File: src/common/wb_fabric_pkg.sv
`default_nettype none

package wb_fabric_pkg;

  localparam int ADR_W = 16;
  localparam int DAT_W = 16;
  localparam int MID_W = 2;
  localparam int NUM_MASTERS = 1 << MID_W;

  // window compares skip these low bits, so a window spans at least 64 words.
  localparam int WIN_ALIGN = 6;

  // protection rule, msb first: master mask, deny read, deny write, low, high.
  localparam int RULE_HIGH_LSB = 0;
  localparam int RULE_LOW_LSB  = 16;
  localparam int RULE_DENY_WR  = 32;
  localparam int RULE_DENY_RD  = 33;
  localparam int RULE_MASK_LSB = 34;
  localparam int RULE_W        = RULE_MASK_LSB + NUM_MASTERS;

  // timeout rule, msb first: low, high, limit.
  localparam int TO_CNT_W      = 20;
  localparam int TOR_LIMIT_LSB = 0;
  localparam int TOR_HIGH_LSB  = 20;
  localparam int TOR_LOW_LSB   = 36;
  localparam int TOR_W         = TOR_LOW_LSB + ADR_W;

  typedef enum logic [1:0] {
    ARB_IDLE,    // waiting for a master request.
    ARB_VCHECK,  // protection verdict pending.
    ARB_WAIT     // slave strobed, waiting for its ack.
  } arb_state_e;

endpackage

`default_nettype wire
File: src/design/wb_slow_regs.sv
`timescale 1ns/100ps
`default_nettype none

module wb_slow_regs import wb_fabric_pkg::*; #(
  parameter logic [DAT_W-1:0] REG_ID = '0
) (
  input  wire              wb_clk_i,
  input  wire              wb_rst_i,
  input  wire              cyc_i,
  input  wire              stb_i,
  input  wire              we_i,
  input  wire [ADR_W-1:0]  adr_i,
  input  wire [DAT_W-1:0]  dat_i,
  output logic [DAT_W-1:0] dat_o,
  output logic             ack_o
);

  localparam logic [ADR_W-1:0] OFS_SCRATCH_A = 'd0;
  localparam logic [ADR_W-1:0] OFS_SCRATCH_B = 'd1;
  localparam logic [ADR_W-1:0] OFS_DELAY     = 'd2;
  localparam logic [ADR_W-1:0] OFS_ID        = 'd3;

  logic [DAT_W-1:0] scratch_a;
  logic [DAT_W-1:0] scratch_b;
  logic [DAT_W-1:0] delay_q;
  logic [DAT_W-1:0] wait_cnt;
  logic             busy;
  logic             req;

  assign req = cyc_i && stb_i;

  // the access itself happens on the strobe, only the ack is delayed.
  always_ff @(posedge wb_clk_i) begin
    if (wb_rst_i) begin
      scratch_a <= '0;
      scratch_b <= '0;
      delay_q   <= '0;
    end else if (req && we_i) begin
      case (adr_i)
        OFS_SCRATCH_A: scratch_a <= dat_i;
        OFS_SCRATCH_B: scratch_b <= dat_i;
        OFS_DELAY:     delay_q   <= dat_i;
        default:       ;  // id and unused offsets ignore writes.
      endcase
    end
  end

  always_ff @(posedge wb_clk_i) begin
    if (req && !we_i) begin
      case (adr_i)
        OFS_SCRATCH_A: dat_o <= scratch_a;
        OFS_SCRATCH_B: dat_o <= scratch_b;
        OFS_DELAY:     dat_o <= delay_q;
        OFS_ID:        dat_o <= REG_ID;
        default:       dat_o <= '0;
      endcase
    end
  end

  // wait states; a new strobe drops whatever was still counting.
  always_ff @(posedge wb_clk_i) begin
    if (wb_rst_i) begin
      busy     <= 1'b0;
      wait_cnt <= '0;
      ack_o    <= 1'b0;
    end else begin
      ack_o <= 1'b0;
      if (req) begin
        if (delay_q == '0) begin
          ack_o <= 1'b1;
          busy  <= 1'b0;
        end else begin
          busy     <= 1'b1;
          wait_cnt <= delay_q - 1'b1;
        end
      end else if (busy) begin
        if (wait_cnt == '0) begin
          ack_o <= 1'b1;
          busy  <= 1'b0;
        end else begin
          wait_cnt <= wait_cnt - 1'b1;
        end
      end
    end
  end

endmodule

`default_nettype wire

File: config.mk
export PLATFORM = sky130hd
export DESIGN_NAME = wb_slow_regs
export DESIGN_NICKNAME = d
export VERILOG_FILES = /design/src/common/wb_fabric_pkg.sv /design/src/design/wb_slow_regs.sv
export SDC_FILE = /design/constraint.sdc
export NUM_CORES = 1
export LEC_CHECK = 0
export BUFFER_PORTS_ARGS = -buffer_cell sky130_fd_sc_hd__buf_2
export CAP_MARGIN = 20
export CORE_MARGIN = 3
export CORE_UTILIZATION = 45
export CTS_CLUSTER_DIAMETER = 40
export DETAILED_ROUTE_END_ITERATION = 16
export GPL_ROUTABILITY_DRIVEN = 0
export GPL_TIMING_DRIVEN = 0
export PLACE_DENSITY_LB_ADDON = 0.3
export RECOVER_POWER = 25
export SYNTH_ARGS = -nofsm -noshare
export SYNTH_HDL_FRONTEND = slang
export SYNTH_SLANG_ARGS = --single-unit
export TNS_END_PERCENT = 50
File: constraint.sdc
create_clock -name wb_clk_i -period 2.4 [get_ports wb_clk_i]
set_input_delay 0.12 -clock wb_clk_i [delete_from_list [all_inputs] [get_ports wb_clk_i]]
set_output_delay 0.12 -clock wb_clk_i [all_outputs]
set_load 0.02 [all_outputs]
Word-level counts from Yosys, hierarchy flattened
Cells that the tools add are included.
Widths: inputs -> output; s select.

storage, ports and cells
  bits in registers = 82
  latch bits = 0
  RAM bits = 0
  memory bits (read-only) = 0
  bits of input ports = 37
  output and inout port bits = 17
  word-level logic and storage cells = 38
  memories = 0

operators by class
  add/sub/neg operators = 2
  $mul = 0
  div/mod/pow operators = 0
  magnitude comparators = 0
  eq/ne operators = 4
  shift operators = 0
  mux-type cells = 13
  bitwise gates (word level) = 0
  reduce and logical (&&, ||, !) cells = 12

operators with widths
  cell                   count
  $mux 16                4
  $logic_not 16->1       3
  $pmux 16 s3            1
  $sub 16x1->16 const B  2
  $eq 16x1->1 const B    1
  $eq 16x2->1 const B    1
  $mux 1                 8
  $reduce_and 2->1       3
  $ne 2x2->1 const B     2
  $logic_and 1x1->1      3
  $reduce_and 3->1       1
  $reduce_bool 2->1      1
  $logic_not 1->1        1

Depth between registers and ports, before layout
Gate-level depths: netlist (run 1).

  word-level depth = 4
  gate-level depth with buffers = 11
  depth with buffers taken out = 8

Least setup slack after synthesis (run 1)
OpenSTA, ideal clock, no wires.

  path type = input -> register
  start = in cyc_i
  end = reg wait_cnt[8]
  library setup time = 0.074 ns
  data arrival time = 2.408 ns
  required time = 2.326 ns
  setup slack = -0.083 ns
  cell stages on the path = 11
  buffers on the path = 3
  cells stage by stage = buf_2 -> nand2_1 -> clkbuf_1 -> buf_2 -> mux2i_1 -> ha_1 -> inv_1 -> a21oi_1 -> nand2_1 -> or4_1 -> a31oi_1

between the ends
  cells in the longest elaborated chain, start to end = 3
  elaborated cells between the ends (all ways) = 6
  classes of those cells = eq/ne (2); mux (1); reduce/logical (3)

RTL lines
  element                                                    line                source
  start, declared                                            wb_slow_regs.sv:9   input wire cyc_i,
  $logic_and 1x1->1 (*)                                      wb_slow_regs.sv:30  assign req = cyc_i && stb_i;
  $ne 2x2->1 (no line) or $reduce_bool 2->1 (tied branches)  n/a
  $reduce_and 3->1 (no line)                                 n/a
  end signal, assigned                                       wb_slow_regs.sv:74  wait_cnt <= delay_q - 1'b1;
  end signal, assigned                                       wb_slow_regs.sv:81  wait_cnt <= wait_cnt - 1'b1;
  end, declared                                              wb_slow_regs.sv:26  logic [DAT_W-1:0] wait_cnt;

Mark *: on every way between the ends. The rest lies on a longest branch, timed or not.
A chain may end at the register's enable or synchronous reset.

Worst setup path after layout (run 1)
  start = reg delay_q[2]
  end = reg wait_cnt[13]

between the ends
  cells in the longest elaborated chain, start to end = 3
  elaborated cells between the ends (all ways) = 6
  classes of those cells = add/sub (1); eq/ne (1); mux (2); reduce/logical (2)

RTL lines
  element                                            line                                    source
  start, declared                                    wb_slow_regs.sv:25                      logic [DAT_W-1:0] delay_q;
  start signal, assigned                             wb_slow_regs.sv:42                      OFS_DELAY: delay_q <= dat_i;
  $sub 16x1->16 or $logic_not 16->1 (tied branches)  wb_slow_regs.sv:74, wb_slow_regs.sv:69
  $mux 16 or $ne 2x2->1 (tied branches)              n/a
  $mux 16 or $reduce_and 3->1 (tied branches)        n/a

Parallel ways exist; a longest one is shown, timed or not. The select of a mux whose other input is x is not followed.

==> flow_summary_export.csv, run 1 <==
group,metric,value,unit
global_routing,use_met2,37.54,%
synth,synth_nets,488,
critical_path,cp_top_family,"simple AND/OR/NAND/NOR gates",
timing,skew,13.05,ps
timing,setup_violations,0,
layout,layout_common_cells,"64 x nor2_1, 64 x dfxtp_1, 55 x mux2i_1, 39 x buf_2, 35 x clkbuf_1",
layout,n_antenna_cell,0,
detailed_routing,num_vias,3994,
cts,clk_latency,360,ps
critical_path,slowest_stage,"or4_4",
layout,area_growth,16.22,%
global_routing,grt.busiest_layer,"met2",
critical_path,worstPathMaxFanout,10,
die,row_count,34,
global_routing,first_global_vias,3726,
timing,rsz0062_at_grt,"yes",
pwr,power.switching,728.5,µW
synth,synth_simple_gate_area_share,20.36,%
synth,synth_compound_area_share,16.73,%
detailed_routing,wirelength,12200,µm
synth,synthArstFlopShare,0,%
detailed_routing,drc_errors,0,
synth,synthMuxAreaShare,13.63,%
synth,synth_xor_area_share,0.2083,%
detailed_routing,dr.pass1.iters,5,
synth,synth_area_leaders,"dfxtp_1 31%, mux2i_1 13%, edfxtp_1 11%, nor2_1 5.7%, a222oi_1 4.0%",
critical_path,max_stage_delay,550,ps
timing,drv_slew,0,
die,die_w,102.7,µm
cts,cts_buffers,9,
critical_path,crit_buf_inv,1,
layout,fillers,795,
synth,ys.flop_type,"dfxtp_1",
layout,drive_gt1_share,17.30,%
critical_path,critPathKind,"reg2reg",
place,place_hpwl,8433,µm
pwr,clkPwrFrac,37.0,%
die,io_pins,54,
timing,worst_slew_pin_slew,1008,ps
cts,cts_tree,"done",
timing,min_period_over_period,96.96,%
global_routing,grt_max_degree,17,
die,dieArea,0.01054,mm²
pwr,p_seq_share,54.1,%
pwr,swShare,27.85,%
cts,cts_buffer_depth,2,
global_routing,grt.overflow.total,0,
cts,cts_num_sinks,82,
critical_path,crit_arrival,2570,ps
die,core_area,0.008891,mm²
timing,fmax,429.7,MHz
timing,period_minus_slack,2327,ps
run,drv_cap,0,
timing,hold_viol_final,0,
cts,cts_root_buf,"clkbuf_8",
global_routing,track_usage,23.13,%
worst_hold_path,hold_class,"in2reg",
synth,synth_top_family_by_area,"simple AND/OR/NAND/NOR gates",
cts,cts_hold_buf,0,
pwr,power,2616,µW
pwr,p_int,1888,µW
synth,yosys_warnings,0,
status,outcome,"complete, no violations",
critical_path,cpMostUsedCell,"or4_4",
cts,htreeDepth,3,
synth,synthDistinctLibCells,63,
synth,synth_edf_count,16,
layout,final_nets,559,
detailed_routing,wire_per_inst,19.24,µm
synth,avgSynthCellArea,9.342,µm²
layout,final_util,54.95,%
critical_path,start_kind,"register",
pwr,pwr-share-comb,8.9,%
timing,max-slew-margin-rel,32.19,%
pwr,leakage,0.001905,µW
global_routing,use_met1,30.19,%
pwr,ir_drop,0.2885,mV
detailed_routing,drtIter0Drc,508,
synth,yosys.area.top_type,"dfxtp_1",
synth,synthAdderAreaFrac,0.2976,%
critical_path,crit_chain,"or4_4 -> or4_4 -> buf_6 -> o31a_1 -> o311ai_2 -> o21ai_1",
detailed_routing,postRouteAntennaNets,0,
detailed_routing,routed_via_density,6.300,
global_routing,antenna_found_initial,0,
pwr,powerDensity,535.5,mW/mm²
die,die_h,102.7,µm
global_routing,use_met3,4.668,%
synth,syn-instance-count,450,
place,io_buffers,52,
synth,ys_seq_elements,82,
synth,syn-cell-area,0.004204,mm²
cts,clkTransAtPathRegs,100,ps
global_routing,grt_pass1_wl,19110,µm
synth,ys_seq_area_share,42.86,%
critical_path,endpoint_kind,"register",
critical_path,cp.required,2640,ps
synth,synth_top_area_share,31.43,%
die,start_util,47.28,%
-- through the flow --
stage	TNS (ps)	worst slack (ps)	instances	cell area, µm²	hold WS, ps
2_1_floorplan	0	44.20	450	4208	267.2
3_3_place_gp	-10190	-766.2	610	4603	388.9
3_5_place_dp	-7589	-795.8	611	4611	400.0
4_1_cts	0	14.50	626	4820	20.33
5_1_grt	-57.24	-45.02	634	4886	43.15
6_report	0	73.02	634	4886	26.82
-- metal layers --
layer / share of wire, % / up-vias
li1: - / 1847
met1: 42 / 1876
met2: 47 / 230
met3: 8.5 / 41
met4: 2.2 / 0
met5: 0 / -
-- cell usage after synthesis (3+ instances only) --
| library cell | count |
|---|---|
| a32o_1 | 3 |
| a211oi_1 | 4 |
| a21oi_1 | 11 |
| edfxtp_1 | 16 |
| nor3_1 | 13 |
| nor4_1 | 10 |
| o211ai_1 | 3 |
| nor2_1 | 64 |
| o31ai_1 | 7 |
| a222oi_1 | 17 |
| or3_1 | 7 |
| and3_1 | 5 |
| nand2_1 | 25 |
| mux2i_1 | 55 |
| a31oi_1 | 5 |
| nand4_1 | 4 |
| and4_1 | 3 |
| nor4b_1 | 3 |
| a211o_1 | 5 |
| o31a_1 | 3 |
| nand3_1 | 14 |
| o221ai_1 | 3 |
| inv_1 | 23 |
| buf_2 | 7 |
| buf_6 | 4 |
| dfxtp_1 | 66 |
| clkbuf_1 | 20 |
-- flip-flops by register name, summed over array words and instances, names as in the netlist --
register and flops:
scratch_a 16, dat_o 16, busy 1, delay_q 16, ack_o 1, scratch_b 16, wait_cnt 16
-- power by group through the flow --
| stage | registers (µW) | logic [µW] | clock network (µW) |
|---|---|---|---|
| final | 1420 | 234 | 967 |
| after global placement | 1450 | 209 | 0 |
| after CTS | 1420 | 216 | 975 |
| after detailed placement | 1450 | 213 | 0 |
| after floorplan | 1460 | 111 | 0 |
| after global routing | 1420 | 253 | 1020 |
-- worst min-delay path, stage by stage --
cell and delay [ps]:
buf_2 100, mux2i_1 60, nor2_1 70
-- path summary, 6_finish.rpt --
path	depth (start not counted)	slack [ps]	startpoint	endpoint
worst min register to register	2	500	scratch_a[5]	scratch_a[5]
worst max register to register	6	70	delay_q[2]	wait_cnt[13]
worst min-delay path	3	30	dat_i[12]	scratch_a[12]
worst max-delay path	6	70	delay_q[2]	wait_cnt[13]
-- area by class of cell --
type | count | area (µm²) | share of cell area (%)
Buffer | 31 | 156.4 | 3.201
Clock buffer | 9 | 123.9 | 2.535
Clock inverter | 7 | 62.56 | 1.280
Inverter | 23 | 86.33 | 1.767
Multi-Input combinational cell | 312 | 2201 | 45.04
Sequential cell | 82 | 1807 | 36.98
Tap cell | 108 | 135.1 | 2.766
Timing Repair Buffer | 62 | 314.1 | 6.428
-- cells by family after synthesis --
group | after synthesis
AND/OR/NAND/NOR | 167
AO/OA/AOI/OAI | 86
flip-flops | 82
multiplexers | 57
buffers and inverters | 56
XOR/XNOR | 1
adder cells (fa/ha/maj) | 1
-- what timing repair did --
action / CTS / global route
buffers inserted: 0 / 7
pin swaps: 0 / 3
setup endpoints to repair: 12 / 19
gates resized for setup: 6 / 13
Power figures use the tool's default switching activity.
==> inputs of run 2 (changes only) <==
Settings changed: CORE_UTILIZATION 45 to 52.
==> run 2 against run 1 <==
  * The flow now finishes with violations (setup timing)
  * Sequential share of layout area increased by 0.14 points
  * Worst hold slack got worse by 2.5 ps
  * Worst setup slack got worse by 99 ps
  * Critical path depth increased by 6
  * Combinational power decreased by 3%
  * Flip-flop and latch count unchanged
  * Cell area decreased by 0.44%
  * Sequential power about the same
  * Via count increased by 0.58%
  * Largest power group unchanged
==> flow_summary_export.csv, run 2 (same netlist as run 1, synthesis figures left out) <==
group,metric,value,unit
cts,cts_num_sinks,82,
global_routing,grt.overflow.total,0,
die,dieArea,0.009200,mm²
critical_path,endpoint_kind,"register",
layout,n_antenna_cell,0,
critical_path,worstPathMaxFanout,10,
place,placed_cell_area,0.004603,mm²
detailed_routing,drc_errors,0,
place,place_hpwl,8537,µm
detailed_routing,postRouteAntennaNets,0,
detailed_routing,drtIter0Drc,371,
worst_hold_path,hold_class,"in2reg",
timing,worst_slew_pin_slew,703.1,ps
run,drv_cap,0,
pwr,power,2548,µW
critical_path,max_stage_delay,390,ps
timing,holdWs,24.34,ps
global_routing,use_met1,34.97,%
detailed_routing,wire_per_inst,19.42,µm
timing,max-slew-margin-rel,52.77,%
pwr,ir_drop,0.4563,mV
critical_path,start_kind,"input pin",
layout,final_nets,555,
status,outcome,"complete, but fails checks",
critical_path,critPathKind,"in2reg",
place,dp_worst_setup_slack,-803.5,ps
pwr,powerDensity,523.7,mW/mm²
cts,cts_buffer_depth,2,
timing,drv_slew,0,
global_routing,grt.busiest_layer,"met2",
detailed_routing,dr.pass1.iters,6,
layout,drive_gt1_share,17.62,%
cts,cts_buffers,9,
global_routing,use_met2,44.01,%
global_routing,use_met3,5.395,%
timing,setup_ws,-25.93,ps
die,io_pins,54,
die,start_util,54.12,%
layout,area_growth,15.71,%
timing,setup_violations,3,
global_routing,antenna_found_initial,0,
place,io_buffers,52,
layout,layout_common_cells,"64 x nor2_1, 63 x dfxtp_1, 55 x mux2i_1, 38 x buf_2, 37 x clkbuf_1",
cts,clk_latency,360,ps
critical_path,cp.required,2690,ps
global_routing,grt_max_degree,15,
pwr,leakage,0.001866,µW
layout,final_common_cell,"nor2_1",
global_routing,grt_pass1_wl,19240,µm
die,row_count,32,
timing,min_period_over_period,101.1,%
timing,period_minus_slack,2426,ps
cts,cts_root_buf,"clkbuf_8",
die,die_h,95.92,µm
die,core_area,0.007767,mm²
timing,hold_viol_final,0,
detailed_routing,wirelength,12120,µm
status,violations,"setup timing",
layout,fin_area,0.004865,mm²
detailed_routing,num_vias,4017,
global_routing,track_usage,27.33,%
critical_path,crit_chain,"buf_2 -> clkbuf_4 -> nand2_1 -> clkbuf_8 -> buf_4 -> mux2i_1 -> ha_2 -> inv_1 -> a21oi_4 -> o211ai_1 -> or3_1 -> a31oi_1",
timing,fmax,412.2,MHz
timing,skew,10.49,ps
cts,htreeDepth,3,
critical_path,slowest_stage,"or3_1",
cts,cts_tree,"done",
critical_path,crit_arrival,2710,ps
detailed_routing,routed_via_density,6.438,
layout,fillers,702,
timing,rsz0062_at_grt,"yes",
die,die_w,95.92,µm
global_routing,first_global_vias,3890,
cts,cts_hold_buf,0,
cts,clkTransAtPathRegs,90,ps
[run 2: cell count changes in the layout (fill, tap and decap cells not counted), moves of 2 or more]
cell        previous run  this run
inv_6                  2         0
buf_4                 10         5
nor4_1                10         8
clkinvlp_4             0         2
dfxtp_2                1         3
clkbuf_1              35        37
nor3_1                13        11
nor4_2                 1         3
nor3_2                 1         3
[run 2: through the flow]
step	TNS, ps	util (%)	cells
after floorplan	0	-	450
after global placement	-10860	59.17	604
after detailed placement	-7546	59.26	605
after CTS	-3.397	62.07	621
after global routing	-383.8	62.63	624
final	-40.96	62.63	624
[run 2: what timing repair did]
action / 4_1_cts / 5_1_grt
resized for setup: 11 / 15
endpoints found under the setup margin: 11 / 20
setup buffers: 0 / 2
pin swaps: 1 / 1
[run 2: power by group]
part	internal [µW]	total [µW]	switching, µW
clock network	382	905	524
logic	78.7	227	149
registers	1410	1420	5.65
total	1870	2550	678
[run 2: worst max-delay path, delay by kind of cell]
kind | cells | cell delay, ps
AOI/OAI and AO/OA | 3 | 650
buffers and inverters | 5 | 870
adders and majority gates | 1 | 230
muxes | 1 | 220
and+or+nand+nor | 2 | 610
[run 2: layer usage]
| layer | vias to the layer above | share of wire [%] |
|---|---|---|
| li1 | 1828 | - |
| met1 | 1896 | 41 |
| met2 | 248 | 46 |
| met3 | 45 | 9.7 |
| met4 | 0 | 3.1 |
| met5 | - | 0 |
[run 2: final cells by class]
type                            count  area [µm²]  area share [%]
Buffer                             33       185.2           3.807
Clock buffer                       11       131.4           2.701
Clock inverter                      5       41.29          0.8488
Inverter                           23       86.33           1.775
Multi-Input combinational cell    312        2222           45.68
Sequential cell                    82        1805           37.11
Tap cell                          102       127.6           2.623
Timing Repair Buffer               56       265.3           5.453
[run 2: final timing paths]
check / cells past startpoint / end / startpoint / slack [ps]
worst max register to register: 7 / wait_cnt[3] / delay_q[2] / 0
worst min-delay path: 3 / scratch_b[14] / dat_i[14] / 20
worst min register to register: 2 / scratch_a[8] / scratch_a[8] / 500
worst max-delay path: 12 / wait_cnt[14] / cyc_i / -30
==> inputs of run 3 (changes only) <==
Settings changed: CELL_PAD_IN_SITES_DETAIL_PLACEMENT set to 0, CELL_PAD_IN_SITES_GLOBAL_PLACEMENT set to 1, CORE_UTILIZATION 52 to 40.
==> run 3 against run 2 <==
  * The run now ends clean
  * Fmax increased by 4.4%
  * Utilization is 13 points lower
  * Via count down 1.0%
  * Sequential power about the same
  * Worst hold slack improved by 4.9 ps
  * Sequential share of layout area fell by 0.56 points
  * Global-route usage fell by 5.2 points
  * Final cell count increased by 5.8%
  * Wire length rose by 5.4%
==> flow_summary_export.csv, run 3 (same netlist as run 1, synthesis figures left out) <==
group,metric,value,unit
timing,fmax,430.2,MHz
cts,cts_num_sinks,82,
cts,cts_hold_buf,0,
layout,drive_gt1_share,17.84,%
global_routing,grt_max_degree,17,
pwr,ir_drop,0.3449,mV
timing,worst_slew_pin_slew,1167,ps
detailed_routing,wire_per_inst,19.36,µm
status,outcome,"complete, no violations",
critical_path,crit_chain,"or4_4 -> or4_4 -> buf_6 -> buf_8 -> o311ai_4 -> a21oi_1 -> o31a_1",
worst_hold_path,hold_class,"in2reg",
critical_path,max_stage_delay,540,ps
place,io_buffers,52,
critical_path,critPathKind,"reg2reg",
timing,max-slew-margin-rel,21.57,%
pwr,powerDensity,522.8,mW/mm²
critical_path,cp.required,2650,ps
critical_path,endpoint_kind,"register",
global_routing,antenna_found_initial,0,
layout,layout_common_cells,"64 x dfxtp_1, 63 x nor2_1, 55 x mux2i_1, 37 x buf_2, 35 x clkbuf_1",
die,start_util,42.04,%
critical_path,worstPathMaxFanout,10,
layout,area_growth,17.74,%
cts,clkTransAtPathRegs,90,ps
cts,cts_root_buf,"clkbuf_8",
global_routing,grt.overflow.total,0,
detailed_routing,drtIter0Drc,303,
critical_path,crit_cells,7,
pwr,leakage,0.001903,µW
critical_path,start_kind,"register",
die,row_count,36,
critical_path,reg2regPathDepth,7,
run,drv_cap,0,
global_routing,grt_pass1_wl,19990,µm
pwr,power,2588,µW
timing,hold_viol_final,0,
critical_path,cp_top_family,"simple AND/OR/NAND/NOR gates",
timing,min_period_over_period,96.84,%
layout,n_antenna_cell,0,
timing,holdWs,29.20,ps
layout,fillers,979,
timing,rsz0062_at_grt,"yes",
cts,cts_buffer_depth,2,
critical_path,crit_arrival,2570,ps
detailed_routing,routed_via_density,6.023,
critical_path,cpMostUsedCell,"or4_4",
timing,drv_slew,0,
worst_hold_path,hold_depth,3,
timing,skew,9.783,ps
place,place_hpwl,8892,µm
timing,setup_violations,0,
die,die_w,108.5,µm
detailed_routing,num_vias,3975,
global_routing,track_usage,22.10,%
cts,cts_buffers,9,
die,die_h,108.5,µm
detailed_routing,postRouteAntennaNets,0,
die,io_pins,54,
critical_path,crit_buf_inv,2,
place,dp_worst_setup_slack,-794.0,ps
die,dieArea,0.01178,mm²
detailed_routing,wirelength,12780,µm
timing,period_minus_slack,2324,ps
timing,setup_ws,75.76,ps
cts,htreeDepth,3,
cts,clk_latency,360,ps
layout,final_nets,560,
layout,final_common_cell,"dfxtp_1",
global_routing,first_global_vias,3736,
critical_path,slowest_stage,"or4_4",
detailed_routing,dr.pass1.iters,5,
detailed_routing,drc_errors,0,
place,dpl.cell_count,636,
layout,final_cells,660,
die,core_area,0.01000,mm²
cts,cts_tree,"done",
## run 3: cell count changes in the layout (fill, tap and decap cells not counted), sizes merged
cell / previous run / this run
clkinv: 3 / 0
clkinvlp: 2 / 3
inv: 23 / 26
buf: 49 / 55
clkbuf: 51 / 49
## run 3: repair_timing
action / 4_1_cts / 5_1_grt
setup buffers: 0 / 10
setup endpoints to repair: 12 / 23
pin swaps: 0 / 4
gates resized for setup: 7 / 16
## run 3: final timing paths
path | from | end | slack [ps]
min reg2reg | scratch_a[3] | scratch_a[3] | 500
max | delay_q[2] | wait_cnt[3] | 80
max reg2reg | delay_q[2] | wait_cnt[3] | 80
min | dat_i[14] | scratch_a[14] | 30
## run 3: cell type report
cell class / instances / area, µm² / area share, %
buffer: 31 / 170.2 / 3.438
clock buffer: 10 / 127.6 / 2.578
clock inverter: 6 / 48.80 / 0.9858
inverter: 23 / 86.33 / 1.744
multi-input combinational: 312 / 2220 / 44.84
sequential: 82 / 1809 / 36.55
tap: 133 / 166.4 / 3.362
timing repair buffer: 63 / 321.6 / 6.496
## run 3: stage by stage
step | utilization, % | setup TNS, ps | cell area, µm²
finish | 49.50 | 0 | 4950
global route | 49.50 | -9.096 | 4950
CTS | 48.50 | 0 | 4850
detailed placement | 46.45 | -7990 | 4644
global placement | 46.35 | -15500 | 4634
floorplan | - | 0 | 4208
## run 3: tightest hold or removal path, cell delays in order
cell and delay, ps:
buf_2 100, mux2i_1 70, nor2_1 70
## run 3: where the power goes
group | internal (µW) | leakage (µW) | switching [µW]
clock | 387 | 0.0000799 | 552
combinational | 81.1 | 0.00115 | 152
sequential | 1410 | 0.000671 | 7.13
## run 3: layer usage
metal  part of all wire, %  vias to the layer above  GRT usage (%)
li1                      -                     1841              -
met1                    44                     1950          29.88
met2                    48                      163          35.61
met3                   6.6                       21          4.597
met4                   1.7                        0          6.492
met5                     0                        -              0
