`src/common/wb_fabric_pkg.sv`:
```
`default_nettype none

package wb_fabric_pkg;

  localparam int ADR_W = 16;
  localparam int DAT_W = 16;
  localparam int MID_W = 2;
  localparam int NUM_MASTERS = 1 << MID_W;

  // window compares skip these low bits, so a window spans at least 64 words.
  localparam int WIN_ALIGN = 6;

  // protection rule, msb first: master mask, deny read, deny write, low, high.
  localparam int RULE_HIGH_LSB = 0;
  localparam int RULE_LOW_LSB  = 16;
  localparam int RULE_DENY_WR  = 32;
  localparam int RULE_DENY_RD  = 33;
  localparam int RULE_MASK_LSB = 34;
  localparam int RULE_W        = RULE_MASK_LSB + NUM_MASTERS;

  // timeout rule, msb first: low, high, limit.
  localparam int TO_CNT_W      = 20;
  localparam int TOR_LIMIT_LSB = 0;
  localparam int TOR_HIGH_LSB  = 20;
  localparam int TOR_LOW_LSB   = 36;
  localparam int TOR_W         = TOR_LOW_LSB + ADR_W;

  typedef enum logic [1:0] {
    ARB_IDLE,    // waiting for a master request.
    ARB_VCHECK,  // protection verdict pending.
    ARB_WAIT     // slave strobed, waiting for its ack.
  } arb_state_e;

endpackage

`default_nettype wire
```
`src/wbs_arbiter/wbs_arbiter.sv`:
```
`timescale 1ns/100ps
`default_nettype none

module wbs_arbiter import wb_fabric_pkg::*; #(
  parameter int                              NUM_SLAVES = 1,
  parameter logic [NUM_SLAVES*ADR_W-1:0]     SLV_BASE   = '0,
  parameter logic [NUM_SLAVES*ADR_W-1:0]     SLV_HIGH   = '0,
  parameter int                              NUM_RULES  = 1,
  parameter logic [NUM_RULES*RULE_W-1:0]     RULES      = '0,
  parameter int                              NUM_TOR    = 1,
  parameter logic [NUM_TOR*TOR_W-1:0]        TO_RULES   = '0,
  parameter logic [TO_CNT_W-1:0]             TO_DEFAULT = '0
) (
  input  wire                          wb_clk_i,
  input  wire                          wb_rst_i,
  // master side.
  input  wire                          wbm_cyc_i,
  input  wire                          wbm_stb_i,
  input  wire                          wbm_we_i,
  input  wire [ADR_W-1:0]              wbm_adr_i,
  input  wire [DAT_W-1:0]              wbm_dat_i,
  input  wire [MID_W-1:0]              wbm_id_i,
  output logic [DAT_W-1:0]             wbm_dat_o,
  output logic                         wbm_ack_o,
  output logic                         wbm_err_o,
  // slave side.
  output logic [NUM_SLAVES-1:0]        wbs_cyc_o,
  output logic [NUM_SLAVES-1:0]        wbs_stb_o,
  output logic                         wbs_we_o,
  output logic [ADR_W-1:0]             wbs_adr_o,
  output logic [DAT_W-1:0]             wbs_dat_o,
  input  wire [NUM_SLAVES*DAT_W-1:0]   wbs_dat_i,
  input  wire [NUM_SLAVES-1:0]         wbs_ack_i,
  // bus monitor.
  output logic                         bm_memv_o,
  output logic [MID_W-1:0]             bm_wbm_id_o,
  output logic [ADR_W-1:0]             bm_addr_o,
  output logic                         bm_we_o,
  output logic                         bm_timeout_o
);

  arb_state_e              state;
  logic [NUM_SLAVES-1:0]   win_hit;
  logic [NUM_SLAVES-1:0]   win_sel;
  logic [ADR_W-1:0]        win_adr;
  logic [NUM_SLAVES-1:0]   active_q;
  logic [DAT_W-1:0]        ack_dat;
  logic                    req;
  logic                    slv_ack;
  logic                    vcheck;
  logic                    vpass;
  logic                    vfail;
  logic                    timeout;
  logic                    fault_q;   // err decided, goes out next cycle.
  logic                    memv_q;    // that err is a protection fault.
  logic                    prot_fault;
  logic                    to_fault;

  bus_protect #(
    .NUM_RULES (NUM_RULES),
    .RULES     (RULES)
  ) u_bus_protect (
    .wb_clk_i (wb_clk_i),
    .wb_rst_i (wb_rst_i),
    .vcheck_i (vcheck),
    .adr_i    (wbm_adr_i),
    .we_i     (wbm_we_i),
    .wbm_id_i (wbm_id_i),
    .vpass_o  (vpass),
    .vfail_o  (vfail)
  );

  bus_timeout #(
    .NUM_TOR    (NUM_TOR),
    .TO_RULES   (TO_RULES),
    .TO_DEFAULT (TO_DEFAULT)
  ) u_bus_timeout (
    .wb_clk_i  (wb_clk_i),
    .wb_rst_i  (wb_rst_i),
    .clear_i   (state != ARB_WAIT),
    .adr_i     (wbm_adr_i),
    .timeout_o (timeout)
  );

  for (genvar s = 0; s < NUM_SLAVES; s++) begin : g_win
    localparam logic [ADR_W-1:0] BASE = SLV_BASE[s*ADR_W +: ADR_W];
    localparam logic [ADR_W-1:0] HIGH = SLV_HIGH[s*ADR_W +: ADR_W];

    assign win_hit[s] = (wbm_adr_i[ADR_W-1:WIN_ALIGN] >= BASE[ADR_W-1:WIN_ALIGN]) &&
                        (wbm_adr_i[ADR_W-1:WIN_ALIGN] <= HIGH[ADR_W-1:WIN_ALIGN]);
  end

  // lowest window wins an overlap, the loop runs top down.
  always_comb begin
    win_sel = '0;
    win_adr = '0;
    for (int s = NUM_SLAVES - 1; s >= 0; s--) begin
      if (win_hit[s]) begin
        win_sel    = '0;
        win_sel[s] = 1'b1;
        win_adr    = wbm_adr_i - SLV_BASE[s*ADR_W +: ADR_W];
      end
    end
  end

  always_comb begin
    ack_dat = '0;
    for (int s = 0; s < NUM_SLAVES; s++) begin
      if (active_q[s]) ack_dat = wbs_dat_i[s*DAT_W +: DAT_W];
    end
  end

  // ignore the held strobe while our ack or err is still on the bus.
  assign req        = wbm_cyc_i && wbm_stb_i && !wbm_ack_o && !wbm_err_o;
  assign slv_ack    = |(wbs_ack_i & active_q);
  assign prot_fault = (state == ARB_VCHECK) && fault_q && memv_q;
  assign to_fault   = (state == ARB_WAIT) && !slv_ack && timeout;
  assign wbs_stb_o  = wbs_cyc_o;

  always_ff @(posedge wb_clk_i) begin
    if (wb_rst_i) begin
      state        <= ARB_IDLE;
      active_q     <= '0;
      vcheck       <= 1'b0;
      fault_q      <= 1'b0;
      memv_q       <= 1'b0;
      wbs_cyc_o    <= '0;
      wbm_ack_o    <= 1'b0;
      wbm_err_o    <= 1'b0;
      bm_memv_o    <= 1'b0;
      bm_timeout_o <= 1'b0;
    end else begin
      vcheck       <= 1'b0;  // everything below is a single-cycle pulse.
      wbs_cyc_o    <= '0;
      wbm_ack_o    <= 1'b0;
      wbm_err_o    <= 1'b0;
      bm_memv_o    <= 1'b0;
      bm_timeout_o <= 1'b0;
      case (state)
        ARB_IDLE: begin
          if (req) begin
            active_q <= win_sel;
            vcheck   <= 1'b1;
            state    <= ARB_VCHECK;
          end
        end
        ARB_VCHECK: begin
          if (fault_q) begin
            wbm_err_o <= 1'b1;
            bm_memv_o <= memv_q;
            fault_q   <= 1'b0;
            state     <= ARB_IDLE;
          end else if (vfail || (vpass && active_q == '0)) begin
            fault_q <= 1'b1;
            memv_q  <= vfail;  // unmapped without a rule hit is a plain err.
          end else if (vpass) begin
            wbs_cyc_o <= active_q;
            state     <= ARB_WAIT;
          end
        end
        ARB_WAIT: begin
          if (slv_ack) begin
            wbm_ack_o <= 1'b1;
            state     <= ARB_IDLE;
          end else if (to_fault) begin
            wbm_err_o    <= 1'b1;
            bm_timeout_o <= 1'b1;
            state        <= ARB_IDLE;
          end
        end
        default: state <= ARB_IDLE;
      endcase
    end
  end

  // request payload toward the slaves, and read data back to the master.
  always_ff @(posedge wb_clk_i) begin
    if (state == ARB_IDLE && req) begin
      wbs_adr_o <= win_adr;
      wbs_we_o  <= wbm_we_i;
      wbs_dat_o <= wbm_dat_i;
    end
    if (state == ARB_WAIT && slv_ack) wbm_dat_o <= ack_dat;
  end

  // the master still holds the request here, so copy it straight in.
  always_ff @(posedge wb_clk_i) begin
    if (wb_rst_i) begin
      bm_wbm_id_o <= '0;
      bm_addr_o   <= '0;
      bm_we_o     <= 1'b0;
    end else if (prot_fault || to_fault) begin
      bm_wbm_id_o <= wbm_id_i;
      bm_addr_o   <= wbm_adr_i;
      bm_we_o     <= wbm_we_i;
    end
  end

endmodule

`default_nettype wire

```
`src/wbs_arbiter/bus_timeout.sv`:
```
`timescale 1ns/100ps
`default_nettype none

module bus_timeout import wb_fabric_pkg::*; #(
  parameter int                        NUM_TOR    = 1,
  parameter logic [NUM_TOR*TOR_W-1:0]  TO_RULES   = '0,
  parameter logic [TO_CNT_W-1:0]       TO_DEFAULT = '0
) (
  input  wire              wb_clk_i,
  input  wire              wb_rst_i,
  input  wire              clear_i,
  input  wire [ADR_W-1:0]  adr_i,
  output logic             timeout_o
);

  logic [NUM_TOR-1:0]  tor_hit;
  logic [TO_CNT_W-1:0] tor_limit [NUM_TOR];
  logic [TO_CNT_W-1:0] limit;
  logic [TO_CNT_W-1:0] count;

  for (genvar i = 0; i < NUM_TOR; i++) begin : g_tor
    localparam logic [TOR_W-1:0] TOR = TO_RULES[i*TOR_W +: TOR_W];

    assign tor_hit[i]   = (adr_i >= TOR[TOR_LOW_LSB +: ADR_W]) &&
                          (adr_i <= TOR[TOR_HIGH_LSB +: ADR_W]);
    assign tor_limit[i] = TOR[TOR_LIMIT_LSB +: TO_CNT_W];
  end

  // walk downwards so the first matching rule is the one that sticks.
  always_comb begin
    limit = TO_DEFAULT;
    for (int i = NUM_TOR - 1; i >= 0; i--) begin
      if (tor_hit[i]) limit = tor_limit[i];
    end
  end

  always_ff @(posedge wb_clk_i) begin
    if (wb_rst_i || clear_i) begin
      count <= '0;
    end else if (count != limit) begin
      count <= count + 1'b1;  // saturates at the limit.
    end
  end

  assign timeout_o = (count == limit);

endmodule

`default_nettype wire

```
`src/wbs_arbiter/bus_protect.sv`:
```
`timescale 1ns/100ps
`default_nettype none

module bus_protect import wb_fabric_pkg::*; #(
  parameter int                          NUM_RULES = 1,
  parameter logic [NUM_RULES*RULE_W-1:0] RULES     = '0
) (
  input  wire              wb_clk_i,
  input  wire              wb_rst_i,
  input  wire              vcheck_i,
  input  wire [ADR_W-1:0]  adr_i,
  input  wire              we_i,
  input  wire [MID_W-1:0]  wbm_id_i,
  output logic             vpass_o,
  output logic             vfail_o
);

  logic [NUM_MASTERS-1:0] mst_onehot;
  logic [NUM_RULES-1:0]   rule_hit;

  always_comb begin
    mst_onehot = '0;
    mst_onehot[wbm_id_i] = 1'b1;
  end

  // one comparator set per rule.
  for (genvar i = 0; i < NUM_RULES; i++) begin : g_rule
    localparam logic [RULE_W-1:0] RULE = RULES[i*RULE_W +: RULE_W];
    localparam logic [ADR_W-1:0]  LOW  = RULE[RULE_LOW_LSB +: ADR_W];
    localparam logic [ADR_W-1:0]  HIGH = RULE[RULE_HIGH_LSB +: ADR_W];

    logic mst_match;
    logic in_range;
    logic denied;

    assign mst_match = |(RULE[RULE_MASK_LSB +: NUM_MASTERS] & mst_onehot);
    assign in_range  = (adr_i >= LOW) && (adr_i <= HIGH);
    assign denied    = we_i ? RULE[RULE_DENY_WR] : RULE[RULE_DENY_RD];
    assign rule_hit[i] = mst_match && in_range && denied;
  end

  // verdict is a single pulse, one cycle behind vcheck.
  always_ff @(posedge wb_clk_i) begin
    if (wb_rst_i) begin
      vpass_o <= 1'b0;
      vfail_o <= 1'b0;
    end else begin
      vpass_o <= vcheck_i && !(|rule_hit);
      vfail_o <= vcheck_i && (|rule_hit);
    end
  end

endmodule

`default_nettype wire

```
`config.mk`:
```
export PLATFORM = sky130hd
export DESIGN_NAME = wbs_arbiter
export DESIGN_NICKNAME = d
export VERILOG_FILES = /design/src/common/wb_fabric_pkg.sv /design/src/wbs_arbiter/wbs_arbiter.sv /design/src/wbs_arbiter/bus_timeout.sv /design/src/wbs_arbiter/bus_protect.sv
export SDC_FILE = /design/constraint.sdc
export NUM_CORES = 1
export LEC_CHECK = 0
export ABC_AREA = 1
export BUFFER_PORTS_ARGS = -buffer_cell sky130_fd_sc_hd__buf_2
export CAP_MARGIN = 5
export CORE_ASPECT_RATIO = 2
export CORE_MARGIN = 8
export CORE_UTILIZATION = 40
export CTS_CLUSTER_SIZE = 28
export DETAILED_ROUTE_END_ITERATION = 8
export GPL_TIMING_DRIVEN = 0
export PLACE_DENSITY = 0.68
export SYNTH_ARGS = -nofsm -noshare
export SYNTH_HDL_FRONTEND = slang
export SYNTH_SLANG_ARGS = --single-unit
```
`constraint.sdc`:
```
create_clock -name wb_clk_i -period 3.5 [get_ports wb_clk_i]
set_input_delay 0.175 -clock wb_clk_i [delete_from_list [all_inputs] [get_ports wb_clk_i]]
set_output_delay 0.175 -clock wb_clk_i [all_outputs]
set_load 0.02 [all_outputs]
```
Yosys cells after proc, flatten, opt, wreduce, memory -nomap -nowiden:

Index checks and enable logic that the tools add are counted.

* register bits: 98
* word-level logic and storage cells: 70
* output and inout bits: 74
* input bits: 56

* muxes and demuxes: 16
* magnitude comparators: 2
* reductions and logical operators: 21
* $add $sub $neg: 1
* equal/unequal tests: 7
* bitwise logic cells: 6

Operator list (count)
* adder 20 x 1 -> 20 bit (second input constant): 1
* logical NOT 20 bit: 1
* nonzero test 20 bit: 1
* 2-to-1 mux 2 bit: 6
* greater-or-equal comparator 10 x 1 -> 1 bit (second input constant): 1
* less-or-equal comparator 10 x 1 -> 1 bit (second input constant): 1
* logical AND 1 bit: 9
* 2-to-1 mux 1 bit: 8
* inequality test 3 bit (second input constant): 2
* case mux 2 bit (3 select lines): 1
* NOT 1 bit: 5
* OR reduction 5 bit: 1
* inequality test 2 bit (second input constant): 2
* AND reduction 4 bit: 1
* OR reduction 2 bit: 2
* logical NOT 1 bit: 3
* inequality test 3 x 2 -> 1 bit (second input constant): 1
* equality test 2 x 1 -> 1 bit (second input constant): 1
* equality test 2 bit (second input constant): 1
* logical NOT 2 bit: 1
* case mux 1 bit (2 select lines): 1
* AND reduction 2 bit: 1
* AND 1 bit: 1
* logical OR 1 bit: 1

Logic depth before layout (Yosys ltp):

Gate-level depths: netlist of the first run.

* depth after elaboration: 7
* gate-level depth with buffers: 9

Hierarchy:

A second synthesis of the first run with hierarchy kept.

* cells, all modules: 436
* area total of the unflattened synthesis: 4055.1 um^2

By module, submodules not included
* wbs_arbiter: sequential area each 2072.0 um^2, cells an instance 255, instances 1, area each 2886.5 um^2
* bus_timeout: sequential area each 400.4 um^2, cells an instance 176, instances 1, area each 1127.3 um^2
* bus_protect: sequential area each 20.0 um^2, cells an instance 5, instances 1, area each 41.3 um^2

Worst setup path after synthesis of the first run:

Ideal clock, no wire load.

* path type: reg-to-reg
* start point: register state[0]
* end point: register wbs_adr_o[0], enable pin
* buffers on the path: 0
* period minus slack after synthesis: 2.474 ns
* data required time: 3.074 ns
* arrival: 2.049 ns
* cell stages (with the launch flop): 5
* slack: 1.026 ns
* path through: dfxtp_1 inv_1 ha_1 inv_1 nor2_1

* cells in the longest elaborated chain, start to end: 2

Ends and longest elaborated chain
* start, declared: RTL line wbs_arbiter.sv:42 `arb_state_e state;`
* start signal, assigned: RTL line wbs_arbiter.sv:122 `state <= ARB_IDLE;`
* start signal, assigned: RTL line wbs_arbiter.sv:144 `state <= ARB_VCHECK;`
* start signal, assigned: RTL line wbs_arbiter.sv:152 `state <= ARB_IDLE;`
* logical NOT 2 bit: RTL line wbs_arbiter.sv:178 `if (state == ARB_IDLE && req) begin`
* logical AND 1 bit: RTL line wbs_arbiter.sv:178
* end signal, assigned: RTL line wbs_arbiter.sv:179 `wbs_adr_o <= win_adr;`
* end, declared: RTL line wbs_arbiter.sv:30 `output logic [ADR_W-1:0] wbs_adr_o,`

No other way between the ends.
A chain may end at the register's enable or synchronous reset.

Worst setup path after layout of the first run:

* start point: register active_q
* end point: register wbm_dat_o[7], enable pin

* cells in the longest elaborated chain, start to end: 2

Ends and longest elaborated chain
* start, declared: RTL line wbs_arbiter.sv:46 `logic [NUM_SLAVES-1:0] active_q;`
* start signal, assigned: RTL line wbs_arbiter.sv:142 `active_q <= win_sel;`
* AND 1 bit: RTL line wbs_arbiter.sv:115 `assign slv_ack = |(wbs_ack_i & active_q);`
* logical AND 1 bit: RTL line wbs_arbiter.sv:183 `if (state == ARB_WAIT && slv_ack) wbm_dat_o <= ack_dat;`
* end signal, assigned: RTL line wbs_arbiter.sv:183
* end, declared: RTL line wbs_arbiter.sv:23 `output logic [DAT_W-1:0] wbm_dat_o,`

No other way between the ends.

==> out/results.tsv, run 1 <==
stage	metric	value	unit
route	drt-initial-drc-count	106	
critical_path	critical_path.max_stage_delay	640	ps
cells_and_area	area_growth	31.2	%
logic_synthesis	synth.cell_area	3940	um^2
cells_and_area	diodes	0	
global_routing	grt_use_met3	0.0441	
critical_path	cp.required	3470	ps
critical_path	worstPathArrival	1930	ps
clock_network	cts-root-buf	clkbuf_16	
logic_synthesis	synth-edff-count	49	
clock_network	insertion_delay	340	ps
critical_path	worstPathCellList	clkbuf_1, nand2_1, nor2_2	
clock_network	cts-resized-gates	0	
logic_synthesis	post_synth_main_area_contributors	edfxtp_1 37%, dfxtp_1 25%, nand2_1 8.3%, nor2_1 7.2%, inv_1 6.9%	
logic_synthesis	synth_seq_cells	98	
place	hpwl	7500	um
critical_path	worstSetupPathType	flip-flop to flip-flop	
floorplanning	row_count	51	
sta	hold_viol_final	0	
floorplanning	io_pins	130	
hold_path	min_path_type	input port to flip-flop	
job	max_cap_viol_count	0	
sta	setup-tns-final	0	ps
clock_network	clkSinkCount	98	
floorplanning	die_area	13500	um^2
route	ant_nets	0	
global_routing	grt_pass1_wl	14500	um
pwr	leakage	2.44	nW
sta	rsz0062_at_grt	no	
clock_network	cts_made_buffers	9	
logic_synthesis	synth_cell_types	34	
cells_and_area	fill_cells	921	
critical_path	worstPathMaxFanout	16	
floorplanning	start_util	0.407	
floorplanning	core_area	9700	um^2
clock_network	cts_tree	yes	
sta	whs	13.5	ps
cells_and_area	final_cell_area	5170	um^2
global_routing	grt_pass1_vias	3182	
logic_synthesis	yosysWarnings	0	
route	routedWlPerCell	13.2	um
place	place.port_buffers	128	
clock_network	path_clk_slew	70	ps
global_routing	grt_overflow	0	
sta	tightestPinTransition	952	ps
logic_synthesis	netlist.area_leader.share	0.373	
cells_and_area	drive_above_1_share	0.287	
clock_network	cts_buffer_depth	2	
place	placed_cell_area	4790	um^2
cells_and_area	nNetsFinal	642	
logic_synthesis	yosysTopAreaCell	edfxtp_1	
logic_synthesis	yosysMostFrequentCell	nand2_1	
sta	setup_violations	0	
route	avgViaCountPerCell	4.49	
global_routing	grt-busiest-layer	met2	
logic_synthesis	synth_area_per_cell	9.24	um^2
place	place_congestion	0.860	
route	vias	3225	
pwr	irDropWorstVdd	0.277	mV
logic_synthesis	synthFlopType	edfxtp_1	
route	dr.pass1.iters	4	
logic_synthesis	synthArstFlopShare	0	
sta	finClkSkew	8.21	ps
sta	period_needed	1970	ps
global_routing	track_usage	0.137	
critical_path	r2r_slack	1530	ps
global_routing	antenna_found_initial	0	
critical_path	startpoint_type	flip-flop	
pwr	p_per_area	618	nW/um^2
logic_synthesis	synthTopCellsByCount	87 x nand2_1, 76 x nor2_1, 73 x inv_1	
sta	max_freq	508	MHz
global_routing	grt_max_degree	36	
route	drcViolationCount	0	
status	status	complete, no violations	
critical_path	end_kind	flip-flop	
clock_network	htree_levels	3	
logic_synthesis	syn_inst	427	
floorplanning	die_h	156	um
global_routing	grtUsageMet2	0.258	
logic_synthesis	ys_seq_area_frac	0.622	
floorplanning	die_w	86.2	um
sta	slew_headroom	0.364	
sta	slew_violations	0	
global_routing	use_met1	0.123	
route	routed_wl	9460	um
critical_path	critical_path.slowest_cell	nor2_2	
sta	min_period_over_period	0.562	
## power breakdown
part | leakage (nW) | total, mW | switching (mW) | internal [mW]
sequential | 0.852 | 1.40 | 0.0523 | 1.35
combinational | 1.43 | 0.735 | 0.495 | 0.240
clock | 0.156 | 1.06 | 0.423 | 0.637
## sequential cells by signal, summed over array words and instances (netlist names), 2 cells and up
| signal | flops |
|---|---|
| u_bus_timeout.count | 20 |
| wbs_dat_o | 16 |
| bm_addr_o | 16 |
| wbs_adr_o | 16 |
| state | 2 |
| bm_wbm_id_o | 2 |
| wbm_dat_o | 16 |
## cells in the final DEF (no fill, tap or decap), drive strengths merged
cell type	count
o21ai	11
edfxtp	49
xor2	1
clkbuf	14
dfxtp	49
nor3	3
nand4	2
nand2	91
xnor2	1
ha	5
o31ai	1
clkinvlp	1
a211oi	1
conb	11
a311oi	1
buf	135
nand3	15
a21oi	23
dlygate4sd3	5
nor2	82
nor3b	1
bufinv	2
nor4	2
inv	78
nand3b	1
and3	1
## worst max-delay path, delay by kind of cell (launching register included)
| family | cells | cell delay [ps] |
|---|---|---|
| DFF | 1 | 410 |
| and+or+nand+nor | 2 | 790 |
| buffers and inverters | 1 | 390 |
## metrics by stage
step	instances	setup WS, ps	total power [mW]	utilization
5_1_grt	718	1340	3.37	0.533
4_1_cts	717	1080	3.23	0.532
6_report	718	1530	3.20	0.533
3_3_place_gp	697	238	2.14	0.494
3_5_place_dp	697	1090	2.17	0.494
2_1_floorplan	437	1030	1.91	-
## layout make-up
class	count	area, um^2	share of cell area
flip-flops and latches	98	2450	0.474
repair buffers	133	691	0.134
plain buffers	11	66.3	0.0128
inverters	75	282	0.0544
well taps	132	165	0.0319
multi-input cells	253	1190	0.230
clock inverters	6	96.3	0.0186
clock buffers	10	229	0.0443
## logic make-up (layout without fill, tap and decap cells)
kind of cell | Yosys count | after routing | synth area share
AO/OA/AOI/OAI | 37 | 37 | 0.0492
XOR/XNOR | 2 | 2 | 0.00444
adder cells (fa/ha/maj) | 5 | 5 | 0.0159
buffers and inverters | 86 | 235 | 0.0882
flip-flops | 98 | 98 | 0.622
other | 1 | 11 | 0.000951
AND/OR/NAND/NOR | 198 | 198 | 0.220
## repair_timing
action                                 in CTS  in global routing
setup buffers                               0                  0
endpoints found under the hold margin       4                  1
hold buffers                                4                  1
## routing by layer
metal / routed length, um / vias up
li1: - / 1633
met1: 3350 / 1476
met4: 284 / 0
met3: 694 / 18
met2: 5130 / 98
met5: 0 / -
## path summary, 6_finish.rpt
path / start / to / cells past startpoint
worst max-delay path: active_q$_SDFFE_PP0P_ / wbm_dat_o[7]$_SDFFCE_PN0P_ / 3
worst min-delay path: wbm_dat_i[9] / wbs_dat_o[9]$_DFFE_PP_ / 1
worst max register to register: active_q$_SDFFE_PP0P_ / wbm_dat_o[7]$_SDFFCE_PN0P_ / 3
worst min register to register: vcheck$_SDFF_PP0_ / u_bus_protect.vpass_o$_SDFF_PP0_ / 2
Note: power is estimated with default switching activity, not from simulation.
==> run 2: changes to the inputs <==
- clock period: 3.5 -> 1.94 ns (I/O delays scaled with it)
==> run 2 against run 1 <==
Net effect: non-clock buffer count increased by 18; critical path type unchanged; sequential cell count unchanged; worst setup slack got worse by 1400 ps; clock-buffer cell count increased by 2; die area unchanged; register-to-register slack got worse by 1400 ps; power increased by 81%; global-route usage increased by 1.1 points; highest routed layer unchanged; sequential power increased by 81%; critical path depth unchanged; via count increased by 2.3%; routed wire length increased by 5.8%.
==> out/results.tsv, run 2 (synthesis results as in run 1) <==
stage	metric	value	unit	change
hold_path	min_path_type	input port to flip-flop		
route	routedWlPerCell	13.6	um	+3.1%
route	top_layer	met4		
critical_path	crit_start	active_q$_SDFFE_PP0P_		
sta	min_period_over_period	0.918		+0.356
clock_network	clkSinkCount	98		unchanged
floorplanning	die_h	156	um	unchanged
pwr	p_per_area	1080	nW/um^2	+74%
cells_and_area	drive_above_1_share	0.279		-0.00735
critical_path	end_kind	flip-flop		
sta	setup_violations	0		unchanged
route	ant_nets	0		unchanged
pwr	leakage	2.52	nW	+3.1%
route	wl_met3	660	um	-4.9%
cells_and_area	regArea	2450	um^2	unchanged
clock_network	cts_tree	yes		
cells_and_area	final_cell_area	5370	um^2	+3.7%
floorplanning	core_area	9700	um^2	unchanged
global_routing	grt_pass1_vias	3315		+4.2%
critical_path	worstSetupPathType	flip-flop to flip-flop		
cells_and_area	fill_cells	904		-1.8%
status	status	complete, no violations		
clock_network	htree_levels	3		unchanged
sta	rsz0062_at_grt	no		
clock_network	cts_buffer_depth	2		unchanged
cells_and_area	diodes	0		unchanged
place	place.port_buffers	128		unchanged
sta	layout_setup_ws	160	ps	-1370 ps
cells_and_area	final_cells	737		+2.6%
cells_and_area	largest_reg_flops	20		unchanged
global_routing	track_usage	0.149		+0.0114
global_routing	grt_overflow	0		unchanged
pwr	irDropWorstVdd	0.483	mV	+75%
critical_path	r2r_slack	160	ps	-1370 ps
floorplanning	start_util	0.407		unchanged
route	drcViolationCount	0		unchanged
floorplanning	io_pins	130		unchanged
critical_path	reg2regPathDepth	3		unchanged
critical_path	cp.required	1920	ps	-1550 ps
route	routed_wl	10000	um	+5.8%
pwr	power	5.78	mW	+81%
route	avgViaCountPerCell	4.48		-0.31%
sta	finClkSkew	5.72	ps	-2.49 ps
route	dr.pass1.iters	5		+1
global_routing	antenna_found_initial	0		unchanged
route	drt-met1-wl	3500	um	+4.4%
cells_and_area	multiInputGateArea	1210	um^2	+1.4%
cells_and_area	area_growth	36.1	%	
route	vias	3300		+2.3%
cells_and_area	final_common_cell	buf_2		
job	max_cap_viol_count	0		unchanged
cells_and_area	final_cell_mix	130 x buf_2, 87 x nand2_1, 74 x nor2_1		
sta	slew_violations	0		unchanged
critical_path	worstPathArrival	1760	ps	-170 ps
critical_path	startpoint_type	flip-flop		
sta	hold_viol_final	0		unchanged
critical_path	endpoint	wbm_dat_o[10]$_SDFFCE_PN0P_		
place	dpl.cell_count	697		unchanged
route	dr_wl_met2	5560	um	+8.5%
place	place_congestion	0.854		-0.74%
clock_network	path_clk_slew	60	ps	about the same
floorplanning	row_count	51		unchanged
sta	period_needed	1780	ps	-187 ps
sta	max_freq	562	MHz	+10%
sta	tightestPinTransition	525	ps	-427 ps
clock_network	cts-root-buf	clkbuf_16		
hold_path	hold_start	wbm_adr_i[12]		
cells_and_area	top_register	u_bus_timeout.count		
critical_path	worstPathMaxFanout	16		unchanged
clock_network	cts_made_buffers	9		unchanged
floorplanning	die_w	86.2	um	unchanged
critical_path	r2r_start	active_q$_SDFFE_PP0P_		
critical_path	rr_endpoint	wbm_dat_o[10]$_SDFFCE_PN0P_		
place	placed_cell_area	4790	um^2	unchanged
floorplanning	die_area	13500	um^2	unchanged
place	pre_cts_ws	-459	ps	-1550 ps
sta	slew_headroom	0.649		+0.285
cells_and_area	nNetsFinal	661		+3.0%
clock_network	cts_setup_buffers	0		unchanged
place	hpwl	7510	um	+0.16%
clock_network	insertion_delay	330	ps	about the same
global_routing	grt_pass1_wl	15600	um	+8.0%
global_routing	grt_max_degree	36		unchanged
route	drt-initial-drc-count	128		+21%
[run 2: area by class of cell]
| class | instances | area share |
|---|---|---|
| tap | 132 | 0.0308 |
| clock buffer | 12 | 0.0499 |
| buffer | 11 | 0.0124 |
| sequential | 98 | 0.457 |
| inverter | 75 | 0.0525 |
| multi-input combinational | 254 | 0.225 |
| clock inverter | 4 | 0.0103 |
| timing repair buffer | 151 | 0.162 |
[run 2: through the flow]
| stage | hold WS (ps) | utilization | TNS, ps |
|---|---|---|---|
| after CTS | 4.17 | 0.552 | 0 |
| after floorplan | 168 | - | 0 |
| after global placement | 275 | 0.494 | -21320 |
| after detailed placement | 275 | 0.494 | -7340 |
| final | 13.1 | 0.553 | 0 |
| after global routing | 12.8 | 0.553 | 0 |
[run 2: how the worst min path moves through the flow]
stage                     depth (start not counted)  slack, ps                                to
after floorplan                                   1        170  u_bus_protect.vpass_o$_SDFF_PP0_
after detailed placement                          1        280           wbs_dat_o[13]$_DFFE_PP_
after CTS                                         3          4        bm_addr_o[14]$_SDFFE_PP0P_
final                                             3         10        bm_addr_o[12]$_SDFFE_PP0P_
after global routing                              3         10        bm_addr_o[12]$_SDFFE_PP0P_
after global placement                            1        270            wbs_dat_o[6]$_DFFE_PP_
[run 2: layer usage]
layer  track usage  up-vias
met5             0        -
met1         0.138     1496
met3        0.0404       23
li1              -     1667
met4        0.0786        0
met2         0.282      114
[run 2: critical path, cell delays in order, from the launching register on]
cell,delay [ps]
dfxtp_1,410
clkbuf_1,400
nand2_1,190
nor2_4,410
[run 2: power by group]
| group | switching (mW) | leakage (nW) | total [mW] | internal [mW] |
|---|---|---|---|---|
| logic | 0.921 | 1.51 | 1.38 | 0.459 |
| clock network | 0.739 | 0.155 | 1.86 | 1.12 |
| registers | 0.102 | 0.852 | 2.54 | 2.44 |
[run 2: repair_timing]
item	4_1_cts	5_1_grt
endpoints found under the hold margin	23	0
hold buffers	23	0
pin swaps	0	1
cloned	0	1
endpoints found under the setup margin	16	34
gates resized for setup	2	1
